`src/source/core_config_pkg.sv`:
```
package core_config_pkg;

    // Vector width in 32-bit lanes
    localparam int VECTOR_LANES = 4;

    // Hardware threads sharing the fetch stage
    localparam int THREADS = 2;
    localparam int NUM_REGS = 32;

    // Queue entries, equal to the upstream credit count
    localparam int QUEUE_DEPTH = 4;

    // Free slots on the execute side after reset
    localparam int EXEC_CREDITS = 4;

endpackage

```
`src/source/core_types_pkg.sv`:
```
package core_types_pkg;

    import core_config_pkg::*;

    typedef logic [31:0] scalar_t;

    // Lane 0 is the lowest word
    typedef scalar_t [VECTOR_LANES - 1:0] vector_t;
    typedef logic [VECTOR_LANES - 1:0] lane_mask_t;

    typedef logic [$clog2(THREADS) - 1:0] thread_idx_t;
    typedef logic [$clog2(NUM_REGS) - 1:0] register_idx_t;

    typedef enum logic {
        OP1_SRC_SCALAR1,
        OP1_SRC_VECTOR1
    } op1_src_t;

    typedef enum logic [1:0] {
        OP2_SRC_SCALAR2,
        OP2_SRC_VECTOR2,
        OP2_SRC_IMMEDIATE
    } op2_src_t;

    typedef enum logic [1:0] {
        MASK_SRC_ALL_ONES,
        MASK_SRC_SCALAR1,
        MASK_SRC_SCALAR2
    } mask_src_t;

    // Both views start with the same 6-bit header.
    // imm_form applies when op2_src is OP2_SRC_IMMEDIATE
    typedef union packed {
        struct packed {
            op1_src_t op1_src;
            op2_src_t op2_src;
            mask_src_t mask_src;
            logic store_is_vector;
            register_idx_t scalar_sel1;
            register_idx_t scalar_sel2;
            register_idx_t vector_sel1;
            register_idx_t vector_sel2;
            logic [5:0] padding;
        } reg_form;
        struct packed {
            op1_src_t op1_src;
            op2_src_t op2_src;
            mask_src_t mask_src;
            logic store_is_vector;
            register_idx_t scalar_sel1;
            register_idx_t vector_sel1;
            logic [15:0] immediate;
        } imm_form;
    } instr_word_u;

    // Holds 0 to EXEC_CREDITS
    typedef logic [$clog2(EXEC_CREDITS + 1) - 1:0] credit_count_t;

endpackage

```
`src/source/instruction_queue.sv`:
```
`timescale 1ns/10ps

module instruction_queue
    import core_config_pkg::*;
    import core_types_pkg::*;
    (input                  clk,
    input                   reset,
    input                   in_valid,
    input instr_word_u      in_instr,
    input thread_idx_t      in_thread,
    input                   pop,
    output logic            empty,
    output instr_word_u     head_instr,
    output thread_idx_t     head_thread,
    output logic            in_credit);

    instr_word_u instr_entries[QUEUE_DEPTH];
    thread_idx_t thread_entries[QUEUE_DEPTH];
    logic [$clog2(QUEUE_DEPTH) - 1:0] write_ptr;
    logic [$clog2(QUEUE_DEPTH) - 1:0] read_ptr;
    logic [$clog2(QUEUE_DEPTH + 1) - 1:0] count;
    logic do_pop;

    assign empty = count == 0;
    assign do_pop = pop && !empty;
    assign head_instr = instr_entries[read_ptr];
    assign head_thread = thread_entries[read_ptr];

    // Upstream only pushes while it holds a credit, so no full check here
    always_ff @(posedge clk)
    begin
        if (in_valid)
        begin
            instr_entries[write_ptr] <= in_instr;
            thread_entries[write_ptr] <= in_thread;
        end
    end

    always_ff @(posedge clk, posedge reset)
    begin
        if (reset)
        begin
            write_ptr <= '0;
            read_ptr <= '0;
            count <= '0;
            in_credit <= 1'b0;
        end
        else
        begin
            if (in_valid)
                write_ptr <= write_ptr + 1'b1;

            if (do_pop)
                read_ptr <= read_ptr + 1'b1;

            if (in_valid && !do_pop)
                count <= count + 1'b1;
            else if (!in_valid && do_pop)
                count <= count - 1'b1;

            // Each freed entry goes back upstream as one credit
            in_credit <= do_pop;
        end
    end
endmodule

```
`config.mk`:
```
export PLATFORM = sky130hd
export DESIGN_NAME = instruction_queue
export DESIGN_NICKNAME = d
export VERILOG_FILES = /design/src/source/core_config_pkg.sv /design/src/source/core_types_pkg.sv /design/src/source/instruction_queue.sv
export SDC_FILE = /design/constraint.sdc
export NUM_CORES = 1
export LEC_CHECK = 0
export ABC_AREA = 1
export BUFFER_PORTS_ARGS = -buffer_cell sky130_fd_sc_hd__buf_2
export CAP_MARGIN = 20
export CORE_AREA = 2 2 106 108
export DETAILED_ROUTE_END_ITERATION = 8
export DIE_AREA = 0 0 108 110
export PLACE_DENSITY = 0.74
export SLEW_MARGIN = 20
export SYNTH_ARGS = -nofsm -noshare
export SYNTH_HDL_FRONTEND = slang
export SYNTH_SLANG_ARGS = --single-unit
```
`constraint.sdc`:
```
create_clock -name clk -period 4.85 [get_ports clk]
set_input_delay 0.97 -clock clk [delete_from_list [all_inputs] [get_ports clk]]
set_output_delay 0.97 -clock clk [all_outputs]
set_load 0.05 [all_outputs]
```
==> results.sh <==
export IMPL_status="finished, final reports clean"
export IMPL_synth_area_um2=5700
export IMPL_initial_core_util_pct=53.3
export IMPL_antenna_found_initial=1
export IMPL_core_um2=10700
export IMPL_min_path_type="primary input to async pin"
export IMPL_nNetsFinal=561
export IMPL_p_leak_uw=0.00280
export IMPL_crit_required_ns=3.88
export IMPL_path_cells="clkinv_2 > buf_4 > nand2_1 > o211ai_1 > nand2_1 > buf_2"
export IMPL_cts_tree="done"
export IMPL_max_freq_mhz=284
export IMPL_crit_family="buffers and inverters"
export IMPL_cp_arrival_ns=2.55
export IMPL_peakVddDrop_v=0.000383
export IMPL_clock_sinks=140
export IMPL_worstMarginPinSlew_ns=1.02
export IMPL_r2r_setup_slack_ns=2.52
export IMPL_drt_first_pass_iters=4
export IMPL_pin_count=72
export IMPL_layout_cells_non_filler=671
export IMPL_drive_gt1_share_pct=21.1
export IMPL_ctsHoldBuffers=0
export IMPL_ant_nets=0
export IMPL_post_route_period_util_pct=72.6
export IMPL_dr_wl_met2_um=5370
export IMPL_path_clk_slew_ns=0.07
export IMPL_grt_pass1_vias=3482
export IMPL_hpwl_um=6370
export IMPL_stdcell_area_um2=6680
export IMPL_std_cell_rows=38
export IMPL_syn_inst=443
export IMPL_synth_nets=486
export IMPL_drtIter0Drc=188
export IMPL_slew_headroom_pct=31.6
export IMPL_cts_resized=0
export IMPL_die_area_um2=11900
export IMPL_place_ws_ns=1.88
export IMPL_period_minus_slack_ns=3.52
export IMPL_crit_buf_inv=3
export IMPL_place_inst=639
export IMPL_diodes=0
export IMPL_path_class="flop to primary output"
export IMPL_setup_viol=0
export IMPL_grt_max_degree=52
export IMPL_critPathLaunchType="flop"
export IMPL_path_max_fanout=51
export IMPL_cts_setup_buffers=0
export IMPL_synthToLayoutAreaGrowth_pct=17.1
export IMPL_rsz0062_at_grt="false"
export IMPL_top_layer="met4"
export IMPL_skew_ns=0.00510
export IMPL_grt_overflow_total=0
export IMPL_reg2reg_to="instr_entries[2][17]$_DFFE_PP_"
export IMPL_rr_startpoint="write_ptr[0]$_DFFE_PP0P_"
export IMPL_place_congestion=0.715
export IMPL_via_count=3474
export IMPL_yosysSeqAreaShare_pct=73.1
export IMPL_yosys_warnings=0
export IMPL_placed_cell_area_um2=6130
export IMPL_synth_area_per_cell_um2=12.9
export IMPL_die_x_um=108
export IMPL_nFillCells=817
export IMPL_powerDensity_nw_per_um2=716
export IMPL_cp_common_cell="nand2_1"
export IMPL_track_usage_pct=19.2
export IMPL_numCtsBuffers=17
export IMPL_vias_per_cell=5.18
export IMPL_root_buffer="clkbuf_8"
export IMPL_fin_util_pct=62.4
export IMPL_die_height_um=110
export IMPL_io_buffers=71
export IMPL_wl_per_cell_um=15.9
export IMPL_reg2reg_depth=5
export IMPL_clk_latency_ns=0.52
export IMPL_endpoint_kind="primary output"
export IMPL_drc=0
export IMPL_drv_cap=0
export IMPL_cpMaxStageDelayCell="clkinv_2"
export IMPL_dr_wl_met3_um=601
export IMPL_ys_types=18
export IMPL_timing_hold_violations_final=0
export IMPL_layout_setup_ws_ns=1.33
export IMPL_cp_slowest_stage_delay_ns=0.51
export IMPL_final_max_slew_viol_count=0
export IMPL_wl_met1_um=4520
export IMPL_htreeDepth=4
export IMPL_setup_tns_ns=0
export IMPL_grt_pass1_wl_um=16800
export IMPL_max_clock_path_buffers=2
export IMPL_drt_wl_total_um=10700
export IMPL_synth_seq_cells=140
-- placed cells by master (no fill, tap or decap) --
cell type,n
dfrtp_1,8
ha_1,5
o21ai_1,1
nand3_1,4
clkinv_2,2
inv_2,1
inv_6,6
buf_4,7
clkbuf_8,1
clkinv_1,1
fa_1,1
inv_8,3
buf_2,71
o21ai_0,1
clkbuf_16,16
nand2_1,116
xnor2_1,1
nand4_1,1
xor2_1,1
o211ai_1,66
inv_1,81
clkinvlp_4,3
edfxtp_1,132
clkinv_4,2
-- worst max-delay path by stage --
stage                            start                            end  cells after the start
2_1_floorplan                 in_valid  instr_entries[0][0]$_DFFE_PP_                      3
3_3_place_gp   read_ptr[0]$_DFFE_PP0P_                  head_instr[1]                      6
3_5_place_dp   read_ptr[0]$_DFFE_PP0P_                  head_instr[1]                      6
4_1_cts        read_ptr[0]$_DFFE_PP0P_                  head_instr[1]                      6
5_1_grt        read_ptr[0]$_DFFE_PP0P_                 head_instr[27]                      6
6_report       read_ptr[0]$_DFFE_PP0P_                 head_instr[27]                      6
-- cell usage after synthesis (all sizes together) --
cell type / number / share of area (%)
nand2: 116 / 7.6
xor2: 1 / 0.15
dfrtp: 8 / 3.5
buf: 17 / 2.3
fa: 1 / 0.35
o211ai: 66 / 8.7
o21ai: 2 / 0.18
nand4: 1 / 0.11
clkbuf: 5 / 0.33
inv: 84 / 5.5
ha: 5 / 1.1
xnor2: 1 / 0.15
edfxtp: 132 / 70
nand3: 4 / 0.35
-- metal layers --
layer,track usage [%],vias up
met1,23.8,1681
li1,-,1675
met5,0,-
met3,5.41,27
met2,32.2,91
met4,7.69,0
-- worst register-to-register path, stage by stage, from the launching register on --
cell,delay (ns)
dfrtp_1,0.41
inv_1,0.09
ha_1,0.20
nand2_1,0.06
clkinv_1,0.78
buf_4,0.53
-- stage by stage --
stage	hold WS, ns	total power (µW)
2_1_floorplan	0.442	3230
4_1_cts	0.385	4810
5_1_grt	0.405	5020
6_report	0.389	4780
3_5_place_dp	0.475	3630
3_3_place_gp	0.457	3580
-- where the power goes --
part / leakage (µW) / total [µW] / internal (µW) / switching [µW]
Combinational: 0.00123 / 1940 / 425 / 1520
Clock: 0.000262 / 1180 / 648 / 531
Sequential: 0.00131 / 1660 / 1590 / 70.9
Total: 0.00280 / 4780 / 2660 / 2120
-- cells by family (layout without fill, tap and decap cells) --
group / Yosys count / in the layout / synth area share (%)
XOR/XNOR: 2 / 2 / 0.307
AO/OA/AOI/OAI: 68 / 68 / 8.87
adder cells (fa/ha/maj): 6 / 6 / 1.45
flip-flops: 140 / 140 / 73.1
buffers and inverters: 106 / 194 / 8.21
AND/OR/NAND/NOR: 121 / 121 / 8.10
-- flip-flops by register name (all words and copies together), names as in the netlist --
register        count
count               3
in_credit           1
instr_entries     128
read_ptr            2
thread_entries      4
write_ptr           2
-- cell type report --
| type | instances | area, µm² | share of cell area (%) |
|---|---|---|---|
| Sequential cell | 140 | 4160 | 62.4 |
| Inverter | 84 | 317 | 4.74 |
| Clock inverter | 15 | 131 | 1.97 |
| Multi-Input combinational cell | 197 | 1070 | 16.0 |
| Timing Repair Buffer | 78 | 408 | 6.11 |
| Tap cell | 140 | 175 | 2.62 |
| Clock buffer | 17 | 414 | 6.20 |
(Power assumes the default switching activity.)
