--- src/source/core_config_pkg.sv ---
package core_config_pkg;

    // Vector width in 32-bit lanes
    localparam int VECTOR_LANES = 4;

    // Hardware threads sharing the fetch stage
    localparam int THREADS = 2;
    localparam int NUM_REGS = 32;

    // Queue entries, equal to the upstream credit count
    localparam int QUEUE_DEPTH = 4;

    // Free slots on the execute side after reset
    localparam int EXEC_CREDITS = 4;

endpackage

--- src/source/core_types_pkg.sv ---
package core_types_pkg;

    import core_config_pkg::*;

    typedef logic [31:0] scalar_t;

    // Lane 0 is the lowest word
    typedef scalar_t [VECTOR_LANES - 1:0] vector_t;
    typedef logic [VECTOR_LANES - 1:0] lane_mask_t;

    typedef logic [$clog2(THREADS) - 1:0] thread_idx_t;
    typedef logic [$clog2(NUM_REGS) - 1:0] register_idx_t;

    typedef enum logic {
        OP1_SRC_SCALAR1,
        OP1_SRC_VECTOR1
    } op1_src_t;

    typedef enum logic [1:0] {
        OP2_SRC_SCALAR2,
        OP2_SRC_VECTOR2,
        OP2_SRC_IMMEDIATE
    } op2_src_t;

    typedef enum logic [1:0] {
        MASK_SRC_ALL_ONES,
        MASK_SRC_SCALAR1,
        MASK_SRC_SCALAR2
    } mask_src_t;

    // Both views start with the same 6-bit header.
    // imm_form applies when op2_src is OP2_SRC_IMMEDIATE
    typedef union packed {
        struct packed {
            op1_src_t op1_src;
            op2_src_t op2_src;
            mask_src_t mask_src;
            logic store_is_vector;
            register_idx_t scalar_sel1;
            register_idx_t scalar_sel2;
            register_idx_t vector_sel1;
            register_idx_t vector_sel2;
            logic [5:0] padding;
        } reg_form;
        struct packed {
            op1_src_t op1_src;
            op2_src_t op2_src;
            mask_src_t mask_src;
            logic store_is_vector;
            register_idx_t scalar_sel1;
            register_idx_t vector_sel1;
            logic [15:0] immediate;
        } imm_form;
    } instr_word_u;

    // Holds 0 to EXEC_CREDITS
    typedef logic [$clog2(EXEC_CREDITS + 1) - 1:0] credit_count_t;

endpackage

--- src/source/credit_counter.sv ---
`timescale 1ns/10ps

module credit_counter
    import core_config_pkg::*;
    import core_types_pkg::*;
    (input          clk,
    input           reset,
    input           issue,
    input           credit_return,
    input [1:0]     squash_count,
    output logic    credit_avail);

    credit_count_t credit_count;
    logic [$bits(credit_count_t):0] returned;
    logic [$bits(credit_count_t):0] next_count;

    assign credit_avail = credit_count != 0;

    always_comb
    begin
        // One extra bit so a return plus two squashes cannot wrap
        returned = {1'b0, credit_count} + {3'b000, credit_return} + {2'b00, squash_count};
        if (issue && returned != 0)
            next_count = returned - 1'b1;
        else
            next_count = returned;
    end

    always_ff @(posedge clk, posedge reset)
    begin
        if (reset)
            credit_count <= credit_count_t'(EXEC_CREDITS);
        else if (next_count > EXEC_CREDITS)
            credit_count <= credit_count_t'(EXEC_CREDITS);
        else
            credit_count <= next_count[$bits(credit_count_t) - 1:0];
    end
endmodule

--- config.mk ---
export PLATFORM = sky130hd
export DESIGN_NAME = credit_counter
export DESIGN_NICKNAME = d
export VERILOG_FILES = /design/src/source/core_config_pkg.sv /design/src/source/core_types_pkg.sv /design/src/source/credit_counter.sv
export SDC_FILE = /design/constraint.sdc
export NUM_CORES = 1
export LEC_CHECK = 0
export ABC_AREA = 1
export BUFFER_PORTS_ARGS = -buffer_cell sky130_fd_sc_hd__buf_2
export CAP_MARGIN = 20
export CORE_AREA = 3 3 40 42
export CTS_BUF_LIST = sky130_fd_sc_hd__clkbuf_16
export DETAILED_ROUTE_END_ITERATION = 8
export DIE_AREA = 0 0 43 45
export MAX_ROUTING_LAYER = met4
export SLEW_MARGIN = 0
export SYNTH_ARGS = -nofsm -noshare
export SYNTH_HDL_FRONTEND = slang
export SYNTH_SLANG_ARGS = --single-unit
--- constraint.sdc ---
create_clock -name clk -period 6.4 [get_ports clk]
set_clock_uncertainty 0.05 [all_clocks]
set_input_delay 0.32 -clock clk [delete_from_list [all_inputs] [get_ports clk]]
set_output_delay 0.32 -clock clk [all_outputs]
set_load 0.05 [all_outputs]
==> Flow_metrics.wiki, run 1 <==
{| class="wikitable"
! Metric !! Value
|-
| Run status || complete, no violations
|-
| Total number of vias || 360
|-
| Endpoint of the worst register-to-register path || credit_count[1]
|-
| CTS tree || yes
|-
| CTS max path bufs || 2
|-
| Syn. warnings || 0
|-
| Worst reg2reg setup slack || 3.93 ns
|-
| Slew of the pin with the lowest slew margin || between 0.2 and 0.3 ns
|-
| Overall fraction of global-route tracks in use || 10.3%
|-
| Maximum resistive drop on vdd || 0.371 mV
|-
| Effective utilization at floorplan || 29.9%
|-
| CTS H-Tree Depth || 1
|-
| Final hold violations || 0
|-
| Final worst path period share || 38.6%
|-
| Area Overhead vs Synth || 35.8%
|-
| Setup fix buffers added after clock tree synthesis || 0
|-
| Endpoints failing setup || 0
|-
| Depth of the most critical reg-to-reg path || 13
|-
| Count of clock tree sinks || 3
|-
| Initial antenna violation count || 0
|-
| Startpoint types || flip-flop
|-
| Number of global-route vias before repair || 341
|-
| Final standard cell count with taps included and fillers excluded || 86
|-
| Total power per unit cell area || around 540 nW/µm²
|-
| Unrepaired setup endpoints after global routing || no
|-
| Max_slew headroom || between 80 and 90%
|-
| Nets@finish || a little over 80
|-
| Register with the most flip-flops || credit_count
|-
| Top achievable clock speed || 405 MHz
|-
| Core Rows || 13
|-
| Post-synthesis cell count || 60
|-
| Reg-to-reg startpoint || credit_count[0]
|-
| Flip-flop count of the largest register, all copies and words added || 3
|-
| DRC errors left || 0
|-
| Endpoint type of the worst setup path || flip-flop
|-
| Total Negative Setup Slacks || 0 ns
|-
| Largest registers in the final layout || credit_count x3
|-
| Iteration-0 DRC Markers || 2
|-
| Pin count of the biggest net entering global routing || 7
|-
| Vertical die dimension || 45 µm
|-
| Max-cap violations || 0
|-
| Slowest cell on the critical path || sky130_fd_sc_hd__fa_1
|-
| Final worst setup slack || 3.93 ns
|-
| Pre-CTS worst setup slack || 3.82 ns
|-
| Remaining antenna violation count after routing || 0
|-
| Count of state elements after synthesis || 3
|-
| Final wirelength || 793 µm
|-
| Routed length per instance || roughly 9 µm
|-
| Core Box Area || 1280 µm²
|-
| Min-Delay Startpoint || issue
|-
| Maximum net fanout on the critical path || 5
|-
| Number of buffers created by CTS || 3
|-
| Standby leakage power || 0.298 nW
|-
| Synth Cell Area || approximately 380 µm²
|-
| Mean number of vias per cell || 4.19
|-
| Overall power || 284 µW
|-
| Global-route wire length before repair || 1360 µm
|-
| Placer Congestion || 0.752
|-
| Die area || between 1500 and 2000 µm²
|-
| Die Wd || 43 µm
|-
| Hold Path End || credit_count[0]
|-
| IO Pins || 7
|-
| Unique cell type count in the Yosys netlist || 15
|-
| Critical Path AT || 2.57 ns
|-
| Sequential element share of the synthesized area || 19.9%
|-
| Shortest clock period the worst path allows after layout || 2.47 ns
|-
| Required @ worst endpoint || 6.50 ns
|-
| Clock root buffer || sky130_fd_sc_hd__clkbuf_16
|-
| Crit path largest cell delay || 0.46 ns
|-
| Fraction of final layout cells sized beyond drive strength 1 || between 20 and 30%
|-
| Post-placement cell count || 81
|-
| Average instance area after synthesis || 6.40 µm²
|-
| Placed wire-length estimate after detailed placement || ~660 µm
|-
| Worst min-delay path category || input port to flip-flop
|-
| Hold path depth || 5
|-
| Worst hold-check slack || 0.420 ns
|-
| Final non-filler cell area || 522 µm²
|-
| Slew Viols, Final || 0
|-
| Number of nets in the synthesized netlist || 70
|-
| Remaining Overflow, GRT || 0
|-
| Cells along the critical path || fa_1, inv_1, fa_1, ha_1, nand3_2, nor2_2, nor2_4, nand2_1, nand2_1, nand2_1, nand2_1, nand2_1, nor2_1
|-
| Clock transition time at the flip-flop clock pins of the worst setup and hold paths || 0.03 ns
|-
| Number of inserted diodes || 0
|-
| Worst-Skew Late Latency || 0.22 ns
|-
| Most prevalent standard cell on the critical path || sky130_fd_sc_hd__nand2_1
|-
| Layout Utilization || 40.6%
|-
| Number of port buffers || 6
|-
| Area of placed instances || 433 µm²
|-
| Detailed-router iteration count before antenna repair || 4
|-
| Class of the most critical setup path || flip-flop to flip-flop
|}
==> repair_timing <==
action,CTS,global route
endpoints found under the hold margin,2,0
hold buffers,1,0
gates resized for setup,0,0
==> kinds of logic (layout without fill, tap and decap cells) <==
logic type | after synthesis | after routing | synth area share, %
adder cells (fa/ha/maj) | 4 | 4 | 16.9
AND/OR/NAND/NOR | 39 | 39 | 46.3
AO/OA/AOI/OAI | 2 | 2 | 5.21
buffers and inverters | 12 | 23 | 11.7
flip-flops | 3 | 3 | 19.9
==> report_power, final <==
part / internal (mW) / switching (mW)
clock network: 0.0805 / 0.0170
registers: 0.0301 / 0.00783
logic: 0.0520 / 0.0967
total: 0.163 / 0.121
==> critical path, delay by kind of cell, from the launching register on <==
kind                     cells  cell delay, ns
buffers and inverters        1            0.09
flip-flops                   1            0.38
AND/OR/NAND/NOR              9            0.71
adder cells (fa/ha/maj)      3            1.16
==> cell usage in the layout, fill, tap and decap left out, drive strengths merged <==
cell type	n
nand2	25
inv	13
nand3	7
nor2	7
buf	6
clkbuf	3
fa	2
ha	2
dfrtp	2
o21bai	1
a21oi	1
dfstp	1
dlygate4sd3	1
==> metal layers <==
layer / vias up / part of all wire, % / wire (µm) / track usage (%)
met3: 5 / 2.1 / 17 / 2.39
li1: 200 / - / - / -
met2: 7 / 46 / 365 / 14.7
met1: 148 / 48 / 377 / 11.5
met4: 0 / 4.2 / 33 / 10.8
met5: - / 0 / 0 / -
==> final cells by class <==
| cell class | instances | area [µm²] |
|---|---|---|
| fillers | 141 | 763 |
| flip-flops and latches | 3 | 76.3 |
| inverters | 12 | 45.0 |
| clock buffers | 3 | 75.1 |
| clock inverters | 1 | 3.75 |
| well taps | 15 | 18.8 |
| repair buffers | 7 | 40.0 |
| multi-input cells | 45 | 263 |
==> Yosys cell counts <==
library cell | instances | area share, %
sky130_fd_sc_hd__nand2_1 | 23 | 22
sky130_fd_sc_hd__inv_1 | 11 | 11
sky130_fd_sc_hd__nand3_1 | 6 | 7.8
sky130_fd_sc_hd__nor2_1 | 4 | 3.9
sky130_fd_sc_hd__dfrtp_1 | 2 | 13
sky130_fd_sc_hd__fa_1 | 2 | 10
sky130_fd_sc_hd__ha_1 | 2 | 6.5
sky130_fd_sc_hd__nand2_2 | 2 | 3.3
sky130_fd_sc_hd__nor2_2 | 2 | 3.3
sky130_fd_sc_hd__a21oi_2 | 1 | 2.3
sky130_fd_sc_hd__dfstp_2 | 1 | 6.8
sky130_fd_sc_hd__inv_2 | 1 | 0.98
sky130_fd_sc_hd__nand3_2 | 1 | 2.6
sky130_fd_sc_hd__nor2_4 | 1 | 2.9
sky130_fd_sc_hd__o21bai_2 | 1 | 2.9
==> how the worst max path moves through the flow <==
stage | start | endpoint | slack, ns | cells past startpoint
6_report | credit_count[0] | credit_count[1] | 3.93 | 13
5_1_grt | credit_count[0] | credit_count[1] | 3.73 | 13
4_1_cts | credit_count[0] | credit_count[1] | 3.93 | 13
3_5_place_dp | credit_return | credit_count[1] | 3.82 | 14
3_3_place_gp | credit_return | credit_count[1] | 3.86 | 14
2_1_floorplan | credit_return | credit_count[1] | 4.14 | 12
No activity file was read; power rests on OpenSTA's default activity.
==> inputs of run 2 (changes only) <==
--- a/config.mk
+++ b/config.mk
@@ -5,7 +5,7 @@
 export SDC_FILE = /design/constraint.sdc
 export NUM_CORES = 1
 export LEC_CHECK = 0
-export ABC_AREA = 1
+export ABC_AREA = 0
 export BUFFER_PORTS_ARGS = -buffer_cell sky130_fd_sc_hd__buf_2
 export CAP_MARGIN = 20
 export CORE_AREA = 3 3 40 42
==> constraint.sdc (replaced) <==
create_clock -name clk -period 2.5 [get_ports clk]
set_clock_uncertainty 0.05 [all_clocks]
set_input_delay 0.125 -clock clk [delete_from_list [all_inputs] [get_ports clk]]
set_output_delay 0.125 -clock clk [all_outputs]
set_load 0.05 [all_outputs]
==> Flow_metrics.wiki, run 2 <==
{| class="wikitable"
! Metric !! Value
|-
| Final hold violations || 0 (unchanged)
|-
| Shortest clock period the worst path allows after layout || 2.32 ns (-0.147 ns)
|-
| Mean number of vias per cell || 4.55 (+8.8%)
|-
| Clock transition time at the flip-flop clock pins of the worst setup and hold paths || 0.03 ns (about the same)
|-
| Endpoint type of the worst setup path || flip-flop
|-
| Worst-Skew Late Latency || 0.23 ns (about the same)
|-
| Worst reg2reg setup slack || 0.18 ns (-3.75 ns)
|-
| Effective utilization at floorplan || 25.0% (-4.9 points)
|-
| Post-CTS Resized || 0 (unchanged)
|-
| Most instantiated library cell after synthesis || sky130_fd_sc_hd__inv_1
|-
| Share of total power in combinational logic || 45.8% (-6.5 points)
|-
| Final standard cell count with taps included and fillers excluded || 56 (-35%)
|-
| Number of flops mapped to enable cells by yosys || 0 (unchanged)
|-
| Required @ worst endpoint || 2.55 ns (-3.95 ns)
|-
| Die area || 1940 µm² (unchanged)
|-
| Register with the most flip-flops || credit_count
|-
| Unrepaired setup endpoints after global routing || no
|-
| CTS max path bufs || 2 (unchanged)
|-
| Count of clock tree sinks || 3 (unchanged)
|-
| Endpoints failing setup || 0 (unchanged)
|-
| Sw Ratio || 35.9% (-6.8 points)
|-
| Run status || complete, no violations
|-
| Clk pwr share || 39.0% (+4.7 points)
|-
| Slew Viols, Final || 0 (unchanged)
|-
| Post-synthesis cell count || 30 (-50%)
|-
| Clock root buffer || sky130_fd_sc_hd__clkbuf_16
|-
| Most numerous cell types in the synthesized netlist || sky130_fd_sc_hd__inv_1, sky130_fd_sc_hd__nor2_1, sky130_fd_sc_hd__dfrtp_1, sky130_fd_sc_hd__fa_1, sky130_fd_sc_hd__ha_1
|-
| Iteration-0 DRC Markers || 5 (+3)
|-
| Top achievable clock speed || 431 MHz (+6.3%)
|-
| Overall fraction of global-route tracks in use || 8.86% (-1.5 points)
|-
| Area Overhead vs Synth || 42.8%
|-
| Initial antenna violation count || 0 (unchanged)
|-
| Pin count of the biggest net entering global routing || 6 (-1)
|-
| Flip-flop count of the largest register, all copies and words added || 3 (unchanged)
|-
| Die Wd || 43 µm (unchanged)
|-
| Standby leakage power || 0.225 nW (-24%)
|-
| Depth of the most critical reg-to-reg path || 8 (-5)
|-
| Number of nets in the synthesized netlist || 40 (-43%)
|-
| DRC errors left || 0 (unchanged)
|-
| Most area-consuming cells after synthesis || sky130_fd_sc_hd__dfrtp_1, sky130_fd_sc_hd__fa_1, sky130_fd_sc_hd__dfstp_2
|-
| Detailed-router iteration count before antenna repair || 2 (-2)
|-
| Worst hold-check slack || 0.232 ns (-0.188 ns)
|-
| Synth Cell Area || 322 µm² (-16%)
|-
| CTS tree || yes
|-
| Vertical die dimension || 45 µm (unchanged)
|-
| Async set-reset flop share out of synthesis || 100% (unchanged)
|-
| Total Negative Setup Slacks || 0 ns (unchanged)
|-
| Number of global-route vias before repair || 274 (-20%)
|-
| Post-synth top area cell || sky130_fd_sc_hd__dfrtp_1
|-
| Number of port buffers || 6 (unchanged)
|-
| Total number of vias || 255 (-29%)
|-
| Class of the most critical setup path || flip-flop to flip-flop
|-
| Number of buffers created by CTS || 3 (unchanged)
|-
| Worst min-delay path category || input port to flip-flop
|-
| Share of Yosys cell area claimed by the top area cell type || 15.6% (-6.9 points)
|-
| Reg power frac || 15.2% (+1.8 points)
|-
| Largest registers in the final layout || credit_count x3
|-
| Routed length per instance || 10.9 µm (+18%)
|-
| Count of state elements after synthesis || 3 (unchanged)
|-
| Syn. warnings || 0 (unchanged)
|-
| Final non-filler cell area || 459 µm² (-12%)
|-
| Average instance area after synthesis || 10.7 µm² (+67%)
|-
| Critical Path AT || 2.37 ns (-0.20 ns)
|-
| Most frequent cells in the layout || sky130_fd_sc_hd__inv_1, sky130_fd_sc_hd__buf_2, sky130_fd_sc_hd__nor2_1, sky130_fd_sc_hd__clkbuf_16
|-
| Remaining antenna violation count after routing || 0 (unchanged)
|-
| CTS H-Tree Depth || 1 (unchanged)
|-
| Core Rows || 13 (unchanged)
|-
| Max-cap violations || 0 (unchanged)
|-
| Number of inserted diodes || 0 (unchanged)
|-
| Placer Congestion || 0.705 (-6.3%)
|-
| Post-placement cell count || 51 (-37%)
|-
| Slew of the pin with the lowest slew margin || 0.340 ns (+0.0859 ns)
|-
| Unique cell type count in the Yosys netlist || 19 (+4)
|-
| Switching component of the power || 231 µW (+90%)
|-
| Area of placed instances || 370 µm² (-14%)
|-
| Core Box Area || 1280 µm² (unchanged)
|-
| Startpoint types || flip-flop
|-
| Maximum resistive drop on vdd || 0.497 mV (+34%)
|-
| Hold path depth || 4 (-1)
|-
| Overall power || 644 µW (+130%)
|-
| Leading cell type in the layout, fill and taps excluded || sky130_fd_sc_hd__inv_1
|-
| Internal Pwr Total || 412 µW (+150%)
|-
| Sequential element share of the synthesized area || 23.7% (+3.9 points)
|-
| Final worst path period share || 92.9% (+54 points)
|-
| Max_slew headroom || 77.1% (-6.0 points)
|-
| Predominant post-synthesis flop cell || sky130_fd_sc_hd__dfrtp_1
|-
| Global-route wire length before repair || 1120 µm (-18%)
|-
| IO Pins || 7 (unchanged)
|-
| Remaining Overflow, GRT || 0 (unchanged)
|-
| Total power per unit cell area || 1400 nW/µm² (+160%)
|-
| Nets@finish || 52 (-37%)
|-
| Final wirelength || 608 µm (-23%)
|-
| Fraction of final layout cells sized beyond drive strength 1 || 34.1% (+7.4 points)
|-
| Maximum net fanout on the critical path || 3 (-2)
|}
==> run 2: repair_timing <==
| item | in CTS | in global routing |
|---|---|---|
| endpoints found under the hold margin | 3 | 0 |
| hold buffers | 1 | 0 |
| buffers inserted | 0 | 0 |
==> run 2: per-layer routing <==
layer / part of all wire, % / vias up / wire length, µm / global-route usage, %
li1: - / 124 / - / -
met1: 41 / 117 / 248 / 8.50
met2: 48 / 9 / 289 / 13.2
met3: 6.9 / 5 / 42 / 4.78
met4: 4.4 / 0 / 27 / 7.23
met5: 0 / - / 0 / -
==> run 2: power by group through the flow <==
stage | sequential (mW) | clock [mW] | combinational, mW
after floorplan | 0.0921 | 0 | 0.247
after CTS | 0.0982 | 0.257 | 0.300
after global routing | 0.102 | 0.266 | 0.329
final | 0.0980 | 0.251 | 0.295
after global placement | 0.0983 | 0 | 0.294
after detailed placement | 0.0987 | 0 | 0.297
==> run 2: cells by family after synthesis <==
kind of cell             count (synthesis)  share of synthesized area, %
AO/OA/AOI/OAI                            3                          15.6
XOR/XNOR                                 1                          2.72
adder cells (fa/ha/maj)                  4                          20.2
buffers and inverters                    7                          8.17
flip-flops                               3                          23.7
multiplexers                             1                          3.50
AND/OR/NAND/NOR                         11                          26.1
==> run 2: path summary, 6_finish.rpt <==
kind	start	to
hold reg to reg	credit_count[2]	credit_count[2]
setup / recovery	credit_count[0]	credit_count[0]
min in group asynchronous	reset	credit_count[0]
hold / removal	issue	credit_count[0]
setup reg to reg	credit_count[0]	credit_count[0]
max in group asynchronous	reset	credit_count[2]
==> run 2: cell type report <==
cell class / instances / area (µm²)
clock inverters: 1 / 3.75
well taps: 15 / 18.8
clock buffers: 3 / 75.1
multi-input cells: 20 / 219
inverters: 7 / 26.3
flip-flops and latches: 3 / 76.3
repair buffers: 7 / 40.0
fillers: 134 / 826
==> run 2: metrics by stage <==
step | setup WS, ns | util (%)
after floorplan | 0.291 | -
after global placement | 0.170 | 28.8
after detailed placement | 0.168 | 28.8
after CTS | 0.158 | 35.7
after global routing | 0.0472 | 35.7
final | 0.177 | 35.7
==> run 2: critical path, cell delays in order, from the launching register on <==
cell and delay (ns):
sky130_fd_sc_hd__dfrtp_1 0.37, sky130_fd_sc_hd__fa_1 0.38, sky130_fd_sc_hd__inv_1 0.08, sky130_fd_sc_hd__fa_1 0.45
sky130_fd_sc_hd__ha_1 0.25, sky130_fd_sc_hd__nand2_1 0.10, sky130_fd_sc_hd__o32ai_2 0.11, sky130_fd_sc_hd__nor4_4 0.32
sky130_fd_sc_hd__nor2_1 0.08
==> inputs of run 3 (changes only) <==
--- a/config.mk
+++ b/config.mk
@@ -13,6 +13,7 @@
 export DETAILED_ROUTE_END_ITERATION = 8
 export DIE_AREA = 0 0 43 45
 export MAX_ROUTING_LAYER = met4
+export RECOVER_POWER = 100
 export SLEW_MARGIN = 0
 export SYNTH_ARGS = -nofsm -noshare
 export SYNTH_HDL_FRONTEND = slang
==> Flow_metrics.wiki, run 3 (synthesized netlist as in run 2, its figures left out) <==
{| class="wikitable"
! Metric !! Value
|-
| Worst min-delay path category || input port to flip-flop
|-
| Total power per unit cell area || 1400 nW/µm² (about the same)
|-
| Run status || complete, no violations
|-
| DRC errors left || 0 (unchanged)
|-
| Detailed-router iteration count before antenna repair || 2 (unchanged)
|-
| CTS max path bufs || 2 (unchanged)
|-
| Number of buffers created by CTS || 3 (unchanged)
|-
| Remaining Overflow, GRT || 0 (unchanged)
|-
| Reg power frac || 15.3% (about the same)
|-
| Most frequent cells in the layout || sky130_fd_sc_hd__inv_1, sky130_fd_sc_hd__buf_2, sky130_fd_sc_hd__nor2_1, sky130_fd_sc_hd__clkbuf_16
|-
| Required @ worst endpoint || 2.55 ns (about the same)
|-
| Standby leakage power || 0.223 nW (-0.88%)
|-
| Shortest clock period the worst path allows after layout || 2.32 ns (-0.000663 ns)
|-
| Global-route wire length before repair || 1120 µm (unchanged)
|-
| Remaining antenna violation count after routing || 0 (unchanged)
|-
| CTS tree || yes
|-
| Post-CTS Resized || 0 (unchanged)
|-
| Core Rows || 13 (unchanged)
|-
| Maximum net fanout on the critical path || 3 (unchanged)
|-
| Number of inserted diodes || 0 (unchanged)
|-
| Final standard cell count with taps included and fillers excluded || 56 (unchanged)
|-
| IO Pins || 7 (unchanged)
|-
| Total number of vias || 255 (unchanged)
|-
| Switching component of the power || 232 µW (+0.14%)
|-
| Initial antenna violation count || 0 (unchanged)
|-
| Critical Path AT || 2.37 ns (about the same)
|-
| Final wirelength || 608 µm (unchanged)
|-
| Die Wd || 43 µm (unchanged)
|-
| Share of total power in combinational logic || 45.6% (-0.2 points)
|-
| Max_slew headroom || 60.7% (-16 points)
|-
| Fraction of final layout cells sized beyond drive strength 1 || 31.7% (-2.4 points)
|-
| Unrepaired setup endpoints after global routing || no
|-
| Pin count of the biggest net entering global routing || 6 (unchanged)
|-
| Class of the most critical setup path || flip-flop to flip-flop
|-
| Mean number of vias per cell || 4.55 (unchanged)
|-
| Number of global-route vias before repair || 274 (unchanged)
|-
| Top achievable clock speed || 431 MHz (about the same)
|-
| Iteration-0 DRC Markers || 5 (unchanged)
|-
| Post-placement cell count || 51 (unchanged)
|-
| Overall fraction of global-route tracks in use || 8.86% (unchanged)
|-
| Clk pwr share || 39.1% (about the same)
|-
| Flip-flop count of the largest register, all copies and words added || 3 (unchanged)
|-
| Slew of the pin with the lowest slew margin || 0.592 ns (+0.251 ns)
|-
| Core Box Area || 1280 µm² (unchanged)
|-
| Clock transition time at the flip-flop clock pins of the worst setup and hold paths || 0.03 ns (about the same)
|-
| Leading cell type in the layout, fill and taps excluded || sky130_fd_sc_hd__inv_1
|-
| Largest registers in the final layout || credit_count x3
|-
| Startpoint types || flip-flop
|-
| Internal Pwr Total || 410 µW (-0.64%)
|-
| Area Overhead vs Synth || 42.4%
|-
| Maximum resistive drop on vdd || 0.493 mV (-0.64%)
|-
| Slew Viols, Final || 0 (unchanged)
|-
| Effective utilization at floorplan || 25.0% (unchanged)
|-
| Nets@finish || 52 (unchanged)
|-
| Vertical die dimension || 45 µm (unchanged)
|-
| Total of fill cells in the finished design || 135 (+0.75%)
|-
| Sw Ratio || 36.1% (+0.18 points)
|-
| Worst-Skew Late Latency || 0.23 ns (about the same)
|-
| Number of port buffers || 6 (unchanged)
|-
| Final worst path period share || 92.9% (about the same)
|-
| Max-cap violations || 0 (unchanged)
|-
| CTS H-Tree Depth || 1 (unchanged)
|-
| Clock root buffer || sky130_fd_sc_hd__clkbuf_16
|-
| Count of clock tree sinks || 3 (unchanged)
|-
| Register with the most flip-flops || credit_count
|-
| Final hold violations || 0 (unchanged)
|-
| Endpoints failing setup || 0 (unchanged)
|-
| Routed length per instance || 10.9 µm (unchanged)
|-
| Total Negative Setup Slacks || 0 ns (unchanged)
|-
| Die area || 1940 µm² (unchanged)
|-
| Placer Congestion || 0.705 (unchanged)
|-
| Endpoint type of the worst setup path || flip-flop
|}
run 3: cell types whose count changed in the layout (fill, tap and decap cells not counted):
cell / before / now
sky130_fd_sc_hd__buf_2: 6 / 5
sky130_fd_sc_hd__clkbuf_1: 0 / 1
run 3: final timing paths:
path	slack (ns)	to	cells after the start	from
max in group asynchronous	1.93	credit_count[2]	3	reset
worst max register to register	0.18	credit_count[0]	8	credit_count[0]
worst min-delay path	0.23	credit_count[0]	4	issue
min in group asynchronous	0.26	credit_count[0]	3	reset
worst min register to register	0.60	credit_count[2]	2	credit_count[2]
worst max-delay path	0.18	credit_count[0]	8	credit_count[0]
run 3: area by class of cell:
class / instances / area (µm²) / share of cell area, %
Clock buffer: 3 / 75.1 / 16.4
Tap cell: 15 / 18.8 / 4.10
Clock inverter: 1 / 3.75 / 0.820
Sequential cell: 3 / 76.3 / 16.7
Inverter: 7 / 26.3 / 5.74
Timing Repair Buffer: 7 / 38.8 / 8.47
Multi-Input combinational cell: 20 / 219 / 47.8
run 3: layer usage:
layer  vias to the layer above  GRT usage, %  share of wire [%]
met3                         5          4.78                6.7
met5                         -             -                  0
met1                       117          8.50                 41
li1                        124             -                  -
met4                         0          7.23                4.4
met2                         9          13.2                 48
run 3: repair_timing:
| action | in CTS | in global routing |
|---|---|---|
| hold buffers | 1 | 0 |
| setup buffers | 0 | 0 |
| endpoints found under the hold margin | 3 | 0 |
run 3: metrics by stage:
| step | hold WS (ns) | cell area, µm² | setup slack [ns] | power, mW | util (%) |
|---|---|---|---|---|---|
| 3_3_place_gp | -0.0610 | 370 | 0.170 | 0.392 | 28.8 |
| 3_5_place_dp | -0.0586 | 370 | 0.168 | 0.396 | 28.8 |
| 2_1_floorplan | -0.172 | 322 | 0.291 | 0.339 | - |
| 6_report | 0.232 | 458 | 0.178 | 0.642 | 35.6 |
| 5_1_grt | 0.245 | 458 | 0.0472 | 0.695 | 35.6 |
| 4_1_cts | 0.235 | 459 | 0.158 | 0.655 | 35.7 |
run 3: critical path, stage by stage (launching register included):
cell	delay (ns)
sky130_fd_sc_hd__dfrtp_1	0.37
sky130_fd_sc_hd__fa_1	0.38
sky130_fd_sc_hd__inv_1	0.08
sky130_fd_sc_hd__fa_1	0.45
sky130_fd_sc_hd__ha_1	0.25
sky130_fd_sc_hd__nand2_1	0.10
sky130_fd_sc_hd__o32ai_2	0.11
sky130_fd_sc_hd__nor4_4	0.32
sky130_fd_sc_hd__nor2_1	0.08
run 3: power groups by stage:
| stage | combinational [mW] | sequential [mW] | clock, mW |
|---|---|---|---|
| after floorplan | 0.247 | 0.0921 | 0 |
| after global placement | 0.294 | 0.0983 | 0 |
| after detailed placement | 0.297 | 0.0987 | 0 |
| after CTS | 0.300 | 0.0982 | 0.257 |
| after global routing | 0.327 | 0.102 | 0.266 |
| final | 0.293 | 0.0980 | 0.251 |
